[src/edgeCiPkg.sv]
package edgeCiPkg;

    // --------------------------------------------------
    // Port and data widths
    // --------------------------------------------------
    parameter int pixelWidth    = 8;
    parameter int ciDataWidth   = 32;
    parameter int ciNumberWidth = 8;

    // --------------------------------------------------
    // Edge unit opcodes, carried in valueB[7:0]
    // --------------------------------------------------
    // Pixels 0 to 3 from valueA, byte 0 first.
    parameter logic [7:0] opLoadLow         = 8'd0;
    // Pixels 4 to 7 from valueA, pixel 8 and threshold from valueB, then compute.
    parameter logic [7:0] opLoadHighCompute = 8'd1;

    // Edge output levels.
    parameter logic [pixelWidth-1:0] edgeOn  = 8'd255;
    parameter logic [pixelWidth-1:0] edgeOff = 8'd0;

    // --------------------------------------------------
    // Control word in valueB, decoded per opcode
    // --------------------------------------------------
    typedef union packed {
        struct packed {
            logic [23:0] reserved;
            logic [7:0]  opcode;
        } loadLow;
        struct packed {
            logic [7:0]            reserved;
            logic [pixelWidth-1:0] threshold;
            logic [pixelWidth-1:0] pixel8;
            logic [7:0]            opcode;
        } loadHighCompute;
    } ciControlWord;

endpackage

[src/sobelKernel.sv]
module sobelKernel (
    input  logic [edgeCiPkg::pixelWidth-1:0] pixel0,
    input  logic [edgeCiPkg::pixelWidth-1:0] pixel1,
    input  logic [edgeCiPkg::pixelWidth-1:0] pixel2,
    input  logic [edgeCiPkg::pixelWidth-1:0] pixel3,
    input  logic [edgeCiPkg::pixelWidth-1:0] pixel4,
    input  logic [edgeCiPkg::pixelWidth-1:0] pixel5,
    input  logic [edgeCiPkg::pixelWidth-1:0] pixel6,
    input  logic [edgeCiPkg::pixelWidth-1:0] pixel7,
    input  logic [edgeCiPkg::pixelWidth-1:0] pixel8,
    input  logic [edgeCiPkg::pixelWidth-1:0] threshold,
    output logic [edgeCiPkg::pixelWidth-1:0] edgeValue
);

    import edgeCiPkg::*;

    // Largest gradient is 4 * 255 = 1020, so 11 signed bits hold it.
    localparam int gradWidth = 11;

    // Window layout, row by row.
    //   p0 p1 p2
    //   p3 p4 p5
    //   p6 p7 p8
    // The centre pixel has zero weight in both kernels.

    logic signed [gradWidth-1:0] gxPos;
    logic signed [gradWidth-1:0] gxNeg;
    logic signed [gradWidth-1:0] gyPos;
    logic signed [gradWidth-1:0] gyNeg;
    logic signed [gradWidth-1:0] gx;
    logic signed [gradWidth-1:0] gy;
    logic        [gradWidth-1:0] absGx;
    logic        [gradWidth-1:0] absGy;
    logic        [gradWidth-1:0] magnitude;

    function automatic logic signed [gradWidth-1:0] widen(
        input logic [pixelWidth-1:0] pixel
    );
        return signed'({{(gradWidth - pixelWidth){1'b0}}, pixel});
    endfunction

    function automatic logic [gradWidth-1:0] absValue(
        input logic signed [gradWidth-1:0] value
    );
        logic signed [gradWidth-1:0] negated;
        negated = -value;
        return value[gradWidth-1] ? negated : value;
    endfunction

    // --------------------------------------------------
    // Gradients
    // --------------------------------------------------
    always_comb begin
        // Right column minus left column.
        gxPos = widen(pixel2) + (widen(pixel5) <<< 1) + widen(pixel8);
        gxNeg = widen(pixel0) + (widen(pixel3) <<< 1) + widen(pixel6);
        gx    = gxPos - gxNeg;

        // Bottom row minus top row.
        gyPos = widen(pixel6) + (widen(pixel7) <<< 1) + widen(pixel8);
        gyNeg = widen(pixel0) + (widen(pixel1) <<< 1) + widen(pixel2);
        gy    = gyPos - gyNeg;
    end

    // --------------------------------------------------
    // Magnitude and threshold
    // --------------------------------------------------
    always_comb begin
        absGx = absValue(gx);
        absGy = absValue(gy);
        // At most 2040, no overflow in 11 bits.
        magnitude = absGx + absGy;
    end

    always_comb begin
        if (magnitude > {{(gradWidth - pixelWidth){1'b0}}, threshold}) begin
            edgeValue = edgeOn;
        end else begin
            edgeValue = edgeOff;
        end
    end

endmodule

[src/edgeDetectCi.sv]
module edgeDetectCi #(
    parameter logic [edgeCiPkg::ciNumberWidth-1:0] customInstructionId = '0
) (
    input  logic                                 clock,
    input  logic                                 reset,
    input  logic                                 start,
    input  logic [edgeCiPkg::ciNumberWidth-1:0]  ciN,
    input  logic [edgeCiPkg::ciDataWidth-1:0]    valueA,
    input  logic [edgeCiPkg::ciDataWidth-1:0]    valueB,
    output logic                                 done,
    output logic [edgeCiPkg::ciDataWidth-1:0]    result
);

    import edgeCiPkg::*;

    localparam int windowSize    = 9;
    localparam int pixelsPerWord = ciDataWidth / pixelWidth;

    ciControlWord          control;
    logic                  addressed;
    logic                  isLoadLow;
    logic                  isCompute;
    logic                  pending;
    logic [pixelWidth-1:0] window [windowSize];
    logic [pixelWidth-1:0] threshold;
    logic [pixelWidth-1:0] edgeValue;

    // --------------------------------------------------
    // Instruction decode
    // --------------------------------------------------
    assign control   = ciControlWord'(valueB);
    assign addressed = start && (ciN == customInstructionId);
    assign isLoadLow = (control.loadLow.opcode == opLoadLow);
    assign isCompute = (control.loadHighCompute.opcode == opLoadHighCompute);

    // Loads and unknown opcodes finish at once.
    // A compute waits for the window write, so done follows one cycle later.
    always_comb begin
        if (!addressed) begin
            done = 1'b0;
        end else if (isCompute) begin
            done = pending;
        end else begin
            done = 1'b1;
        end
    end

    always_comb begin
        if (done && isCompute) begin
            result = {{(ciDataWidth - pixelWidth){1'b0}}, edgeValue};
        end else begin
            result = '0;
        end
    end

    // --------------------------------------------------
    // Window, threshold and pending flag
    // --------------------------------------------------
    always_ff @(posedge clock) begin
        if (reset) begin
            for (int i = 0; i < windowSize; i++) begin
                window[i] <= '0;
            end
            threshold <= '0;
            pending   <= 1'b0;
        end else begin
            if (pending) begin
                // Done cycle ends here.
                pending <= 1'b0;
            end else if (addressed && isCompute) begin
                for (int i = 0; i < pixelsPerWord; i++) begin
                    window[pixelsPerWord + i] <= valueA[i*pixelWidth +: pixelWidth];
                end
                window[windowSize-1] <= control.loadHighCompute.pixel8;
                threshold            <= control.loadHighCompute.threshold;
                pending              <= 1'b1;
            end

            if (addressed && isLoadLow) begin
                for (int i = 0; i < pixelsPerWord; i++) begin
                    window[i] <= valueA[i*pixelWidth +: pixelWidth];
                end
            end
        end
    end

    // --------------------------------------------------
    // Gradient kernel
    // --------------------------------------------------
    sobelKernel sobelKernel_i (
        .pixel0    (window[0]),
        .pixel1    (window[1]),
        .pixel2    (window[2]),
        .pixel3    (window[3]),
        .pixel4    (window[4]),
        .pixel5    (window[5]),
        .pixel6    (window[6]),
        .pixel7    (window[7]),
        .pixel8    (window[8]),
        .threshold (threshold),
        .edgeValue (edgeValue)
    );

endmodule

[src/grayscaleCi.sv]
module grayscaleCi #(
    parameter logic [edgeCiPkg::ciNumberWidth-1:0] customInstructionId = '0
) (
    input  logic                                 start,
    input  logic [edgeCiPkg::ciNumberWidth-1:0]  ciN,
    input  logic [edgeCiPkg::ciDataWidth-1:0]    valueA,
    output logic                                 done,
    output logic [edgeCiPkg::ciDataWidth-1:0]    result
);

    import edgeCiPkg::*;

    // Weights sum to 256, so the sum of three 8-bit products fits 16 bits.
    localparam int sumWidth = 16;
    localparam logic [sumWidth-1:0] redWeight   = 16'd77;
    localparam logic [sumWidth-1:0] greenWeight = 16'd150;
    localparam logic [sumWidth-1:0] blueWeight  = 16'd29;

    logic                  addressed;
    logic [pixelWidth-1:0] red;
    logic [pixelWidth-1:0] green;
    logic [pixelWidth-1:0] blue;
    logic [sumWidth-1:0]   lumaSum;
    logic [pixelWidth-1:0] luma;

    assign addressed = start && (ciN == customInstructionId);

    // Packed RGB888 in the low three bytes.
    assign red   = valueA[3*pixelWidth-1:2*pixelWidth];
    assign green = valueA[2*pixelWidth-1:pixelWidth];
    assign blue  = valueA[pixelWidth-1:0];

    always_comb begin
        lumaSum = redWeight * {{(sumWidth - pixelWidth){1'b0}}, red}
                + greenWeight * {{(sumWidth - pixelWidth){1'b0}}, green}
                + blueWeight * {{(sumWidth - pixelWidth){1'b0}}, blue};
        // Divide by 256.
        luma = lumaSum[sumWidth-1:sumWidth-pixelWidth];
    end

    // Single cycle unit.
    assign done = addressed;

    always_comb begin
        if (addressed) begin
            result = {{(ciDataWidth - pixelWidth){1'b0}}, luma};
        end else begin
            result = '0;
        end
    end

endmodule

[src/edgeCiTop.sv]
module edgeCiTop #(
    parameter logic [edgeCiPkg::ciNumberWidth-1:0] edgeCiId = 8'd10,
    parameter logic [edgeCiPkg::ciNumberWidth-1:0] grayCiId = 8'd11
) (
    input  logic                                 clock,
    input  logic                                 reset,
    input  logic                                 start,
    input  logic [edgeCiPkg::ciNumberWidth-1:0]  ciN,
    input  logic [edgeCiPkg::ciDataWidth-1:0]    valueA,
    input  logic [edgeCiPkg::ciDataWidth-1:0]    valueB,
    output logic                                 done,
    output logic [edgeCiPkg::ciDataWidth-1:0]    result
);

    import edgeCiPkg::*;

    logic                   edgeDone;
    logic [ciDataWidth-1:0] edgeResult;
    logic                   grayDone;
    logic [ciDataWidth-1:0] grayResult;

    // --------------------------------------------------
    // Instruction units
    // --------------------------------------------------
    edgeDetectCi #(
        .customInstructionId (edgeCiId)
    ) edgeDetectCi_i (
        .clock  (clock),
        .reset  (reset),
        .start  (start),
        .ciN    (ciN),
        .valueA (valueA),
        .valueB (valueB),
        .done   (edgeDone),
        .result (edgeResult)
    );

    grayscaleCi #(
        .customInstructionId (grayCiId)
    ) grayscaleCi_i (
        .start  (start),
        .ciN    (ciN),
        .valueA (valueA),
        .done   (grayDone),
        .result (grayResult)
    );

    // --------------------------------------------------
    // Output merge
    // --------------------------------------------------
    // Idle units drive zero, so OR is enough.
    assign done   = edgeDone | grayDone;
    assign result = edgeResult | grayResult;

endmodule

[config.mk]
export PLATFORM = sky130hd
export DESIGN_NAME = edgeCiTop
export DESIGN_NICKNAME = d
export VERILOG_FILES = /design/src/edgeCiPkg.sv /design/src/sobelKernel.sv /design/src/edgeDetectCi.sv /design/src/grayscaleCi.sv /design/src/edgeCiTop.sv
export SDC_FILE = /design/constraint.sdc
export NUM_CORES = 1
export LEC_CHECK = 0
export BUFFER_PORTS_ARGS = -buffer_cell sky130_fd_sc_hd__buf_2
export CAP_MARGIN = 5
export CORE_ASPECT_RATIO = 1.75
export CORE_MARGIN = 2
export CORE_UTILIZATION = 56
export CTS_BUF_LIST = sky130_fd_sc_hd__clkbuf_8
export DETAILED_ROUTE_END_ITERATION = 16
export GPL_ROUTABILITY_DRIVEN = 0
export GPL_TIMING_DRIVEN = 0
export PLACE_DENSITY = 0.8
export SYNTH_ARGS = -nofsm -noshare
export SYNTH_HDL_FRONTEND = slang
export SYNTH_SLANG_ARGS = --single-unit
[constraint.sdc]
create_clock -name clock -period 7.35 [get_ports clock]
set_input_delay 0.735 -clock clock [delete_from_list [all_inputs] [get_ports clock]]
set_output_delay 0.735 -clock clock [all_outputs]
set_load 0.01 [all_outputs]
==> out/results.ini <==
[synthesis]
synth_top_area_share_pct=25.1
synth_area_leader_cell=fa_1
synth-simple-area-share_pct=10.0
syn_inst=936
muxShareOfSynthArea_pct=1.09
synth_compound_area_share_pct=7.32
ys_types=62
synth_top_family_by_area=adder cells
ys.flop_type=edfxtp_1
ys_warn_count=0
synthXorXnorAreaFrac_pct=5.00
netlist_area_sq_um=9420
synth-edff-count=64
synthArstFlopShare_pct=0
ys_seq_area_share_pct=22.3
synth-seq-cells=73
avgSynthCellArea_sq_um=10.1
synth_area_leaders=fa_1 (25%), edfxtp_1 (20%), ha_1 (17%)
synth_fa_ha_area_share_pct=42.1

[critical_path]
cpPeakStageDelay_ns=0.53
cp.buffers_inverters=7
worstPathMaxFanout=8
critPathArrivalTime_ns=6.76
r2r-end=edgeDetectCi_i.window[3][12]
reg2reg_setup_slack_ns=5.43
reg2reg_depth=3
cp-start-kind=register
required_ns=6.61
crit_path_top_delay_cell=fa_1
critical-path-top-delay-family=adder cells
crit_type=register to primary output
cp-end-kind=primary output
r2r-start=edgeDetectCi_i.pending

[cts]
cts_root_buf=clkbuf_8
clk_path_buf_depth=2
path_clk_slew_ns=0.08
ctsHoldBuffers=0
cts.sinks=73
tritoncts=built
worstSkewPairLatency_ns=0.37
cts.htree.levels=3
numCtsBuffers=9

[final_layout]
fin_util_pct=67.7
multi_input_area_sq_um=6780
syn_to_final_growth_pct=18.2
num_antenna_cells=0
mostFrequentLayoutCells=inv_1 (228), fa_1 (116), ha_1 (106)
final_nets=1396
fill_cells=1242
drive_gt1_share_pct=22.0
seqCellArea_sq_um=2100
final_common_cell=inv_1

[outcome]
run_status=finished with violations
violations=setup timing

[global_routing]
grtUsageTotal_pct=26.0
grt_pass1_vias=7821
grt_pass1_wl_um=35500
antenna_found_initial=0
grt-ovfl-total=0
grt_max_degree=33

[timing]
fin_ws_ns=-0.143
finalCriticalPeriod_ns=7.49
max_freq_mhz=133
min_period_over_period_pct=102
hold_viol=0
slew_headroom_pct=34.8
setup_viol=8
tightest_slew_ns=0.975
rsz0062_at_grt=yes
fin_skew_ns=0.0103
slew_viol_final=0

[floorplanning]
dieWidth_um=102
fp.dieH_um=176
coreArea_sq_um=16400
initial_core_util_pct=57.3
ios=108
die_area_sq_um=17900
num_rows=62

[routing]
top_layer=met4
route.met2.wl_um=12800
postRouteWirelength_um=21500
drt-initial-drc-count=243
wire_per_inst_um=16.5
ant_nets=0
avgViaCountPerCell=5.23
wl_met1_um=6750
drc_errors=0
vias=6819
firstDrtPassIters=4
route.met3.wl_um=561

[place]
portBuffers=75
dpl.hpwl_um=16800

[run]
cap_violations=0

[min_path]
min_to=edgeDetectCi_i.threshold[2]
hold_start=edgeDetectCi_i.threshold[2]
hold_depth=2
hold_path_class=register to register

==> sequential cells by signal (all words and copies together) (netlist names) <==
| signal | count |
|---|---|
| edgeDetectCi_i.window | 64 |
| edgeDetectCi_i.threshold | 8 |
| edgeDetectCi_i.pending | 1 |
==> metrics by stage <==
| stage | std cells | TNS (ns) | hold WS (ns) | cell area [sq um] | setup WS (ns) |
|---|---|---|---|---|---|
| 3_5_place_dp | 1258 | -6.01 | 0.494 | 10200 | -0.933 |
| 2_1_floorplan | 959 | 0 | 0.460 | 9500 | 0.146 |
| 4_1_cts | 1295 | -0.0583 | 0.512 | 11000 | -0.0465 |
| 6_report | 1304 | -1.02 | 0.504 | 11100 | -0.143 |
| 3_3_place_gp | 1258 | -5.42 | 0.478 | 10200 | -0.925 |
| 5_1_grt | 1304 | -2.82 | 0.528 | 11100 | -0.371 |
==> Yosys cell counts (8+ instances only) <==
library cell    n
inv_1         245
ha_1          128
fa_1          118
edfxtp_1       64
and2_1         42
nor2_1         37
xnor2_1        33
a21oi_1        29
buf_4          24
nand2_1        24
xor2_1         18
o21ai_0        14
nor3_1         12
o211ai_1       11
nand3_1        10
dfxtp_1         9
mux2i_1         8
nor2b_1         8
==> cell type report <==
cell class / instances / share of cell area (%)
flip-flops and latches: 73 / 18.9
multi-input cells: 608 / 60.9
inverters: 245 / 8.28
repair buffers: 106 / 5.97
clock inverters: 7 / 0.348
clock buffers: 9 / 1.11
well taps: 224 / 2.52
plain buffers: 32 / 1.97
==> logic make-up after synthesis <==
logic type / after synthesis
AO/OA/AOI/OAI: 104
XOR/XNOR: 52
adder cells (fa/ha/maj): 246
buffers and inverters: 278
flip-flops: 73
multiplexers: 10
other: 1
AND/OR/NAND/NOR: 172
==> repair_timing <==
item | CTS | global route
setup endpoints to repair | 8 | 8
setup buffers | 22 | 9
pin swaps | 63 | 31
gates resized for setup | 91 | 20
==> routing by layer <==
metal / track usage, % / vias to the layer above
li1: - / 3219
met1: 24.4 / 3320
met2: 51.2 / 181
met3: 2.67 / 99
met4: 15.9 / 0
met5: 0 / -
==> how the worst max path moves through the flow <==
stage,cells past startpoint,slack (ns),start,end
global placement,26,-0.93,valueA[10],result[7]
detailed placement,24,-0.93,valueA[12],result[7]
finish,29,-0.14,edgeDetectCi_i.window[3][4],result[5]
floorplan,22,0.15,valueA[12],result[7]
CTS,26,-0.05,valueA[13],result[7]
global route,29,-0.37,edgeDetectCi_i.window[1][2],result[5]
==> tightest hold or removal path: stages, from the launching register on <==
cell and delay (ns):
dfxtp_1 0.33, mux2i_1 0.06, nor2_1 0.07
Power is not shown: default switching activity piles up to over one toggle a cycle in this logic, so the estimate is an artifact.
